File: config.mk
export PLATFORM = sky130hd
export DESIGN_NAME = frontend_top
export DESIGN_NICKNAME = d
export VERILOG_FILES = /design/src/logic/frontend_pkg.sv /design/src/logic/pc_reg.sv /design/src/logic/bpu.sv /design/src/logic/instbuffer.sv /design/src/logic/frontend_top.sv
export VERILOG_INCLUDE_DIRS = /design/src /design/src/include
export SDC_FILE = /design/constraint.sdc
export NUM_CORES = 2
export LEC_CHECK = 0
export BUFFER_PORTS_ARGS = -buffer_cell sky130_fd_sc_hd__buf_4
export CAP_MARGIN = 25
export CORE_MARGIN = 4
export CORE_UTILIZATION = 40
export DETAILED_ROUTE_END_ITERATION = 10
export HOLD_SLACK_MARGIN = 0.05
export PLACE_DENSITY = 0.57
export REMOVE_ABC_BUFFERS = 1
export SETUP_SLACK_MARGIN = 0.3
export SYNTH_ARGS = -nofsm -noshare
export SYNTH_HDL_FRONTEND = slang
export SYNTH_SLANG_ARGS = --single-unit
File: constraint.sdc
create_clock -name clk -period 9.93 [get_ports clk]
set_input_delay 0.4965 -clock clk [delete_from_list [all_inputs] [get_ports clk]]
set_output_delay 0.4965 -clock clk [all_outputs]
set_load 0.02 [all_outputs]
File: src/include/frontend_config.svh
`ifndef FRONTEND_CONFIG_SVH
`define FRONTEND_CONFIG_SVH

//////////////////////////////////////////////////////////////////////
// Fetch frontend build parameters
//////////////////////////////////////////////////////////////////////

// First fetch address out of reset
`define FE_RESET_PC 32'h1c00_0000

// BHT index width for 64 counters indexed by pc[7:2]
`define FE_BHT_IDX_W 6

// BTB index width for 16 entries
// Tag is whatever is left of pc above the index
`define FE_BTB_IDX_W 4

// Instruction buffer depth in entries
`define FE_IBUF_DEPTH 8

`endif

File: src/logic/frontend_pkg.sv
`default_nettype none

package frontend_pkg;

    //////////////////////////////////////////////////////////////////////
    // Branch decode
    //////////////////////////////////////////////////////////////////////

    // Value of inst[31:26] that marks a branch
    localparam logic [5:0] BRANCH_OPCODE_HI = 6'h16;

    //////////////////////////////////////////////////////////////////////
    // Buffered fetch entry
    //////////////////////////////////////////////////////////////////////

    typedef struct packed {
        logic [31:0] pc;
        logic [31:0] inst;
        // Decoded from the returned word
        logic        is_branch;
        // Prediction made when the pc was sent out
        logic        pred_taken;
        logic [31:0] pred_target;
    } fetch_entry_t;

    //////////////////////////////////////////////////////////////////////
    // Backend training record
    //////////////////////////////////////////////////////////////////////

    typedef struct packed {
        logic        valid;
        logic [31:0] pc;
        // Resolved direction and target
        logic        taken;
        logic [31:0] target;
    } branch_update_t;

endpackage

`default_nettype wire

File: src/logic/pc_reg.sv
`default_nettype none

`include "frontend_config.svh"

module pc_reg (
    input  wire         clk,
    input  wire         rst_n,
    input  wire         stall,
    input  wire         branch_flush,
    input  wire  [31:0] branch_actual_addr,
    input  wire         pred_taken,
    input  wire  [31:0] pred_target,
    output logic [31:0] pc,
    output logic        fetch_en
);

    // Fetch enable that stays off out of reset and for one cycle after a redirect
    logic        en_q;
    logic [31:0] pc_next;

    // Sequential or predicted successor
    always_comb begin
        if (pred_taken) begin
            pc_next = pred_target;
        end else begin
            pc_next = pc + 32'd4;
        end
    end

    //////////////////////////////////////////////////////////////////////
    // Fetch address register
    //////////////////////////////////////////////////////////////////////

    always_ff @(posedge clk) begin
        if (!rst_n) begin
            pc   <= `FE_RESET_PC;
            en_q <= 1'b0;
        end else if (branch_flush) begin
            // Redirect wins over everything and the request slot of this cycle is lost
            pc   <= branch_actual_addr;
            en_q <= 1'b0;
        end else begin
            en_q <= 1'b1;
            // Only move on once the current pc has been accepted
            if (en_q && !stall) begin
                pc <= pc_next;
            end
        end
    end

    assign fetch_en = en_q;

endmodule

`default_nettype wire

File: src/logic/bpu.sv
`default_nettype none

`include "frontend_config.svh"

module bpu (
    input  wire                          clk,
    input  wire                          rst_n,
    input  wire  [31:0]                  pc,
    input  wire                          req_accept,
    input  wire  frontend_pkg::branch_update_t upd,
    input  wire  [31:0]                  icache_inst,
    input  wire                          icache_valid,
    output logic                         pred_taken,
    output logic [31:0]                  pred_target,
    output frontend_pkg::fetch_entry_t   resp_entry,
    output logic                         resp_valid
);

    import frontend_pkg::*;

    localparam int BHT_N = 1 << `FE_BHT_IDX_W;
    localparam int BTB_N = 1 << `FE_BTB_IDX_W;
    localparam int TAG_W = 30 - `FE_BTB_IDX_W;

    // Prediction tables
    logic [1:0]       bht [BHT_N];
    logic [BTB_N-1:0] btb_valid;
    logic [TAG_W-1:0] btb_tag [BTB_N];
    logic [31:0]      btb_target [BTB_N];

    logic [`FE_BHT_IDX_W-1:0] bht_idx;
    logic [`FE_BTB_IDX_W-1:0] btb_idx;
    logic                     btb_hit;

    logic [`FE_BHT_IDX_W-1:0] upd_bht_idx;
    logic [`FE_BTB_IDX_W-1:0] upd_btb_idx;
    logic                     btb_wr;

    // Request stage
    logic        pend_q;
    logic [31:0] pc_q;
    logic        pred_taken_q;
    logic [31:0] pred_target_q;

    //////////////////////////////////////////////////////////////////////
    // Lookup on the current fetch pc
    //////////////////////////////////////////////////////////////////////

    assign bht_idx = pc[`FE_BHT_IDX_W+1:2];
    assign btb_idx = pc[`FE_BTB_IDX_W+1:2];

    assign btb_hit = btb_valid[btb_idx] &&
                     (btb_tag[btb_idx] == pc[31:`FE_BTB_IDX_W+2]);

    // Taken needs a BTB hit and a counter of 2 or 3
    assign pred_taken  = btb_hit && bht[bht_idx][1];
    assign pred_target = btb_target[btb_idx];

    //////////////////////////////////////////////////////////////////////
    // Training from the backend
    //////////////////////////////////////////////////////////////////////

    assign upd_bht_idx = upd.pc[`FE_BHT_IDX_W+1:2];
    assign upd_btb_idx = upd.pc[`FE_BTB_IDX_W+1:2];
    assign btb_wr      = upd.valid && upd.taken;

    // Saturating 2-bit counters that start weakly not-taken
    always_ff @(posedge clk) begin
        if (!rst_n) begin
            for (int i = 0; i < BHT_N; i++) begin
                bht[i] <= 2'd1;
            end
        end else if (upd.valid) begin
            if (upd.taken && bht[upd_bht_idx] != 2'd3) begin
                bht[upd_bht_idx] <= bht[upd_bht_idx] + 2'd1;
            end else if (!upd.taken && bht[upd_bht_idx] != 2'd0) begin
                bht[upd_bht_idx] <= bht[upd_bht_idx] - 2'd1;
            end
        end
    end

    always_ff @(posedge clk) begin
        if (!rst_n) begin
            btb_valid <= '0;
        end else if (btb_wr) begin
            btb_valid[upd_btb_idx] <= 1'b1;
        end
    end

    // Taken branches only allocate
    always_ff @(posedge clk) begin
        if (btb_wr) begin
            btb_tag[upd_btb_idx]    <= upd.pc[31:`FE_BTB_IDX_W+2];
            btb_target[upd_btb_idx] <= upd.target;
        end
    end

    //////////////////////////////////////////////////////////////////////
    // Pair the prediction with the cache response
    //////////////////////////////////////////////////////////////////////

    always_ff @(posedge clk) begin
        if (!rst_n) begin
            pend_q <= 1'b0;
        end else begin
            pend_q <= req_accept;
        end
    end

    always_ff @(posedge clk) begin
        if (req_accept) begin
            pc_q          <= pc;
            pred_taken_q  <= pred_taken;
            pred_target_q <= pred_target;
        end
    end

    always_comb begin
        resp_entry.pc          = pc_q;
        resp_entry.inst        = icache_inst;
        resp_entry.is_branch   = (icache_inst[31:26] == BRANCH_OPCODE_HI);
        resp_entry.pred_taken  = pred_taken_q;
        resp_entry.pred_target = pred_target_q;
    end

    // Only responses to our own requests count
    assign resp_valid = icache_valid && pend_q;

endmodule

`default_nettype wire

File: src/logic/instbuffer.sv
`default_nettype none

`include "frontend_config.svh"

module instbuffer #(
    parameter type payload_t = frontend_pkg::fetch_entry_t,
    parameter int  DEPTH     = `FE_IBUF_DEPTH
) (
    input  wire       clk,
    input  wire       rst_n,
    input  wire       flush,
    input  wire       wr_en,
    input  wire       payload_t wr_data,
    input  wire       rd_en,
    output logic      rd_valid,
    output payload_t  rd_data,
    output logic      almost_full
);

    localparam int PTR_W = (DEPTH > 1) ? $clog2(DEPTH) : 1;
    localparam int CNT_W = $clog2(DEPTH + 1);

    payload_t mem [DEPTH];

    logic [PTR_W-1:0] wr_ptr;
    logic [PTR_W-1:0] rd_ptr;
    logic [CNT_W-1:0] count;

    logic wr_fire;
    logic rd_fire;

    // Flush discards both the stored entries and any write this cycle
    assign wr_fire = wr_en && !flush;
    assign rd_fire = rd_en && rd_valid && !flush;

    //////////////////////////////////////////////////////////////////////
    // Pointers and occupancy
    //////////////////////////////////////////////////////////////////////

    always_ff @(posedge clk) begin
        if (!rst_n || flush) begin
            wr_ptr <= '0;
            rd_ptr <= '0;
            count  <= '0;
        end else begin
            if (wr_fire) begin
                wr_ptr <= (wr_ptr == PTR_W'(DEPTH - 1)) ? '0 : wr_ptr + 1'b1;
            end
            if (rd_fire) begin
                rd_ptr <= (rd_ptr == PTR_W'(DEPTH - 1)) ? '0 : rd_ptr + 1'b1;
            end
            case ({wr_fire, rd_fire})
                2'b10:   count <= count + 1'b1;
                2'b01:   count <= count - 1'b1;
                default: count <= count;
            endcase
        end
    end

    // Storage
    always_ff @(posedge clk) begin
        if (wr_fire) begin
            mem[wr_ptr] <= wr_data;
        end
    end

    assign rd_valid = (count != '0);
    assign rd_data  = mem[rd_ptr];

    // One slot kept back for the response that may still be in flight
    assign almost_full = (count >= CNT_W'(DEPTH - 1));

endmodule

`default_nettype wire

File: src/logic/frontend_top.sv
`default_nettype none

`include "frontend_config.svh"

module frontend_top (
    input  wire                            clk,
    input  wire                            rst_n,

    // Instruction cache
    input  wire                            icache_stall,
    input  wire  [31:0]                    icache_inst,
    input  wire                            icache_valid,
    output logic [31:0]                    fetch_pc,
    output logic                           fetch_en,

    // Backend
    input  wire                            send_inst_en,
    input  wire  frontend_pkg::branch_update_t upd,
    input  wire                            branch_flush,
    input  wire  [31:0]                    branch_actual_addr,
    output logic                           out_valid,
    output frontend_pkg::fetch_entry_t     out_entry
);

    import frontend_pkg::*;

    logic         pc_fetch_en;
    logic         pc_stall;
    logic         req_accept;
    logic         pred_taken;
    logic [31:0]  pred_target;
    fetch_entry_t resp_entry;
    logic         resp_valid;
    logic         ibuf_almost_full;
    logic         flush_q;

    //////////////////////////////////////////////////////////////////////
    // Request side
    //////////////////////////////////////////////////////////////////////

    // Buffer throttle holds the pc just like a cache stall
    assign pc_stall   = icache_stall || ibuf_almost_full;
    assign fetch_en   = pc_fetch_en && !ibuf_almost_full;
    assign req_accept = fetch_en && !icache_stall;

    pc_reg u_pc_reg (
        .clk,
        .rst_n,
        .stall              (pc_stall),
        .branch_flush,
        .branch_actual_addr,
        .pred_taken,
        .pred_target,
        .pc                 (fetch_pc),
        .fetch_en           (pc_fetch_en)
    );

    bpu u_bpu (
        .clk,
        .rst_n,
        .pc           (fetch_pc),
        .req_accept,
        .upd,
        .icache_inst,
        .icache_valid,
        .pred_taken,
        .pred_target,
        .resp_entry,
        .resp_valid
    );

    // Response to a request sent in the flush cycle is stale
    always_ff @(posedge clk) begin
        if (!rst_n) begin
            flush_q <= 1'b0;
        end else begin
            flush_q <= branch_flush;
        end
    end

    instbuffer #(
        .payload_t (fetch_entry_t),
        .DEPTH     (`FE_IBUF_DEPTH)
    ) u_instbuffer (
        .clk,
        .rst_n,
        .flush       (branch_flush),
        .wr_en       (resp_valid && !flush_q),
        .wr_data     (resp_entry),
        .rd_en       (send_inst_en),
        .rd_valid    (out_valid),
        .rd_data     (out_entry),
        .almost_full (ibuf_almost_full)
    );

endmodule

`default_nettype wire

==> key figures <==
Outcome
  – Status: finished clean

Pwr
  – Max IR drop VDD: 0.1847 mV
  – Total Power: 0.01769 W
  – Leak: 28.08 nW
  – Cell Pwr Density: 194.9 mW/mm^2

Placement
  – Pre-CTS WS: 4440 ps
  – Buffers on Ports: 265
  – RD Place Congestion: 0.8169
  – Post-detail-place hpwl: 114400 microns

Clocking
  – Inserted Clock Buffers: 201
  – # Post-CTS Setup Buffers: 0
  – Max clock buf depth: 3
  – Root buffer cell: clkbuf_16
  – Post_cts resized: 0
  – Sink Count: a little under 2k
  – Worst-path clk slew: 60 ps
  – TritonCTS clock tree: yes
  – Clk_lat worst skew: 840 ps
  – H-tree lvl count: 4

Layout
  – Final core occ: 0.4706
  – Commonest cells after routing, fill and taps aside: 1905 x edfxtp_1, 496 x mux4_2, 349 x buf_4
  – Most common cell after layout, fill and taps aside: edfxtp_1
  – Final #Nets: 4339
  – Synth-to-Final Area Change: 16.85%
  – Share of cells above drive strength 1: 0.3017
  – Most flop-heavy register: u_instbuffer.mem
  – Largest register FFs: 784
  – Biggest regs: u_instbuffer.mem: 784 flops, u_bpu.btb_target: 512 flops, u_bpu.btb_tag: 416 flops

STA
  – Fmax: 180.9 MHz
  – Crit share post-route: 0.5567
  – Worst setup margin: roughly 4400 ps
  – Pins Over Slew Limit: 0
  – Final hold viol count: 0
  – Setup Skew: 43.13 ps
  – Worst slew pin tran: 1187 ps
  – RSZ-0062 raised after global routing: no
  – Final Setup Violations: 0
  – WHS: roughly 120 ps
  – Tmin final: 5528 ps
  – Slew headroom: 0.2086

Die
  – Die span in y: 448.6 microns
  – Row cnt: 161
  – I/O pins: 268
  – Die footprint: 0.2012 sq mm
  – Initial Util: 0.4028
  – Core ar.: around 0.19 sq mm
  – Die Wd: 448.6 microns

Detailed routing
  – Met3 routed WL: about 11000 microns
  – DR WL/cell: 28.69 microns
  – WL met2: between 100000 and 150000 microns
  – Met1 wire length: 80530 microns
  – 1st-iter DRT viols: 3247
  – Detailed Routing Iterations Pass 1: 5
  – Vias: just under 40k
  – Max Used Layer: met5
  – Vias/cell: 5.587
  – Final wirelength: ~200000 microns
  – DRC violations left: 0
  – DRT antenna net count: 0

Global route
  – Pin count of the biggest net entering global routing: roughly 160
  – First-pass GRT wire length: 285900 microns
  – Vias in the first global route: 39.81k
  – Total GRT Usage: 0.1946
  – Initial antenna violation count: 22
  – GRT overflow: 0

Worst setup path
  – Critical Path RT: 10640 ps
  – Crit Path Max Fanout: between 50 and 60
  – Crit path DAT: 6240 ps
  – Critical path endpoint category: flop
  – Crit Path Class: flop to flop
  – CP Launch Type: flop

Logic synthesis
  – Register area share after synthesis: 0.7548
  – Warnings from Yosys: 0
  – Async S/R FF share, synth: 0
  – Synth cell types: 76
  – Synthesized area per cell: 20.85 sq um
  – EDFF count, synth: 1905
  – Cell count after synthesis: ~3.7k
  – Mapped cell area: roughly 0.078 sq mm
  – Flop and latch count out of synthesis: 1975
  – Synth Flop Type: edfxtp_1

Job
  – Max-cap violations: 0

Min path
  – Worst hold path type: input port to flop
[stage by stage]
| step | area, sq um | std cells | setup TNS, ps |
|---|---|---|---|
| 2_1_floorplan | 76700 | 3515 | -78230 |
| 5_1_grt | 90700 | 6896 | 0 |
| 3_3_place_gp | 82760 | 6394 | 0 |
| 6_report | 90730 | 6906 | 0 |
| 3_5_place_dp | 82810 | 6396 | 0 |
| 4_1_cts | 90650 | 6892 | 0 |
[final timing paths]
path	start	to	slack, ps	depth (start not counted)
worst min register to register	u_bpu.btb_valid[4]$_SDFFE_PN0P_	u_bpu.btb_valid[4]$_SDFFE_PN0P_	470	2
worst min-delay path	branch_actual_addr[23]	u_pc_reg.pc[23]$_SDFFE_PN0N_	120	4
worst max register to register	flop	u_pc_reg.pc[28]$_SDFFE_PN1N_	4400	11
worst max-delay path	flop	u_pc_reg.pc[28]$_SDFFE_PN1N_	4400	11
[synth_stat cells (12+ instances only)]
| master | instances | area [sq um] |
|---|---|---|
| a21oi_1 | 32 | 160.2 |
| dfxtp_1 | 70 | 1401 |
| a211oi_1 | 12 | 90.09 |
| nor3_1 | 24 | 120.1 |
| buf_4 | 18 | 135.1 |
| and3_1 | 22 | 137.6 |
| mux4_2 | 496 | 11170 |
| edfxtp_1 | 1905 | 57200 |
| nor2b_1 | 14 | 87.58 |
| a22oi_1 | 16 | 120.1 |
| nand2b_1 | 20 | 125.1 |
| nor3b_1 | 17 | 127.6 |
| o21ai_0 | 86 | 430.4 |
| mux2i_1 | 75 | 750.7 |
| buf_2 | 41 | 205.2 |
| nand2_1 | 133 | 499.2 |
| inv_1 | 23 | 86.33 |
| xnor2_1 | 12 | 105.1 |
| clkbuf_1 | 95 | 356.6 |
| and2_1 | 25 | 156.4 |
| mux2_2 | 125 | 1408 |
| nand3_1 | 32 | 160.2 |
| nand4_1 | 20 | 125.1 |
| nor2_1 | 169 | 634.4 |
| buf_1 | 49 | 183.9 |
[critical path, cell delays in order (launching register included)]
cell      delay, ps
dfxtp_4         970
buf_4           720
mux4_2          600
mux2_2          320
xor2_1          150
a2111o_1        430
or4_1           480
or4_1           540
buf_4           260
nand2_1         360
o22ai_1         150
nor3_1          350
[timing repair]
| action | in CTS | in global routing |
|---|---|---|
| endpoints found under the hold margin | 1217 | 0 |
| hold buffers | 119 | 0 |
| endpoints found under the setup margin | 0 | 0 |
[per-layer routing]
layer / vias up / global-route usage
met5: - / 0
met4: 4 / 0.06190
met3: 324 / 0.03217
met2: 1184 / 0.3343
met1: 20607 / 0.2537
li1: 16463 / -
[cell families (layout without fill, tap and decap cells)]
| logic type | after synthesis | after routing | synth area share |
|---|---|---|---|
| and+or+nand+nor | 538 | 538 | 0.03439 |
| other | 0 | 12 | 0 |
| DFF | 1975 | 1975 | 0.7548 |
| adders and majority gates | 9 | 9 | 0.001547 |
| muxes | 696 | 696 | 0.1717 |
| buffers and inverters | 235 | 879 | 0.01347 |
| xor gates and xnor gates | 23 | 23 | 0.002594 |
| AOI/OAI and AO/OA | 248 | 248 | 0.02154 |
[final cells by class]
class                      instances  area [sq um]
fill                           15954        102100
timing repair buffer             476          3986
tap                             2526          3161
sequential                      1975         58630
antenna                           12         30.03
clock buffer                     260          5405
inverter                          26         101.3
multi-input combinational       1514         18170
clock inverter                   117          1241
[where the power goes]
part           leakage, nW  internal, W  total (W)  switching, W
registers             17.7      0.00920    0.00928     0.0000830
logic                 7.18     0.000353   0.000859      0.000506
clock network         3.22      0.00435    0.00754       0.00319
total                 28.1       0.0139     0.0177       0.00378
Power figures use the tool's default switching activity.
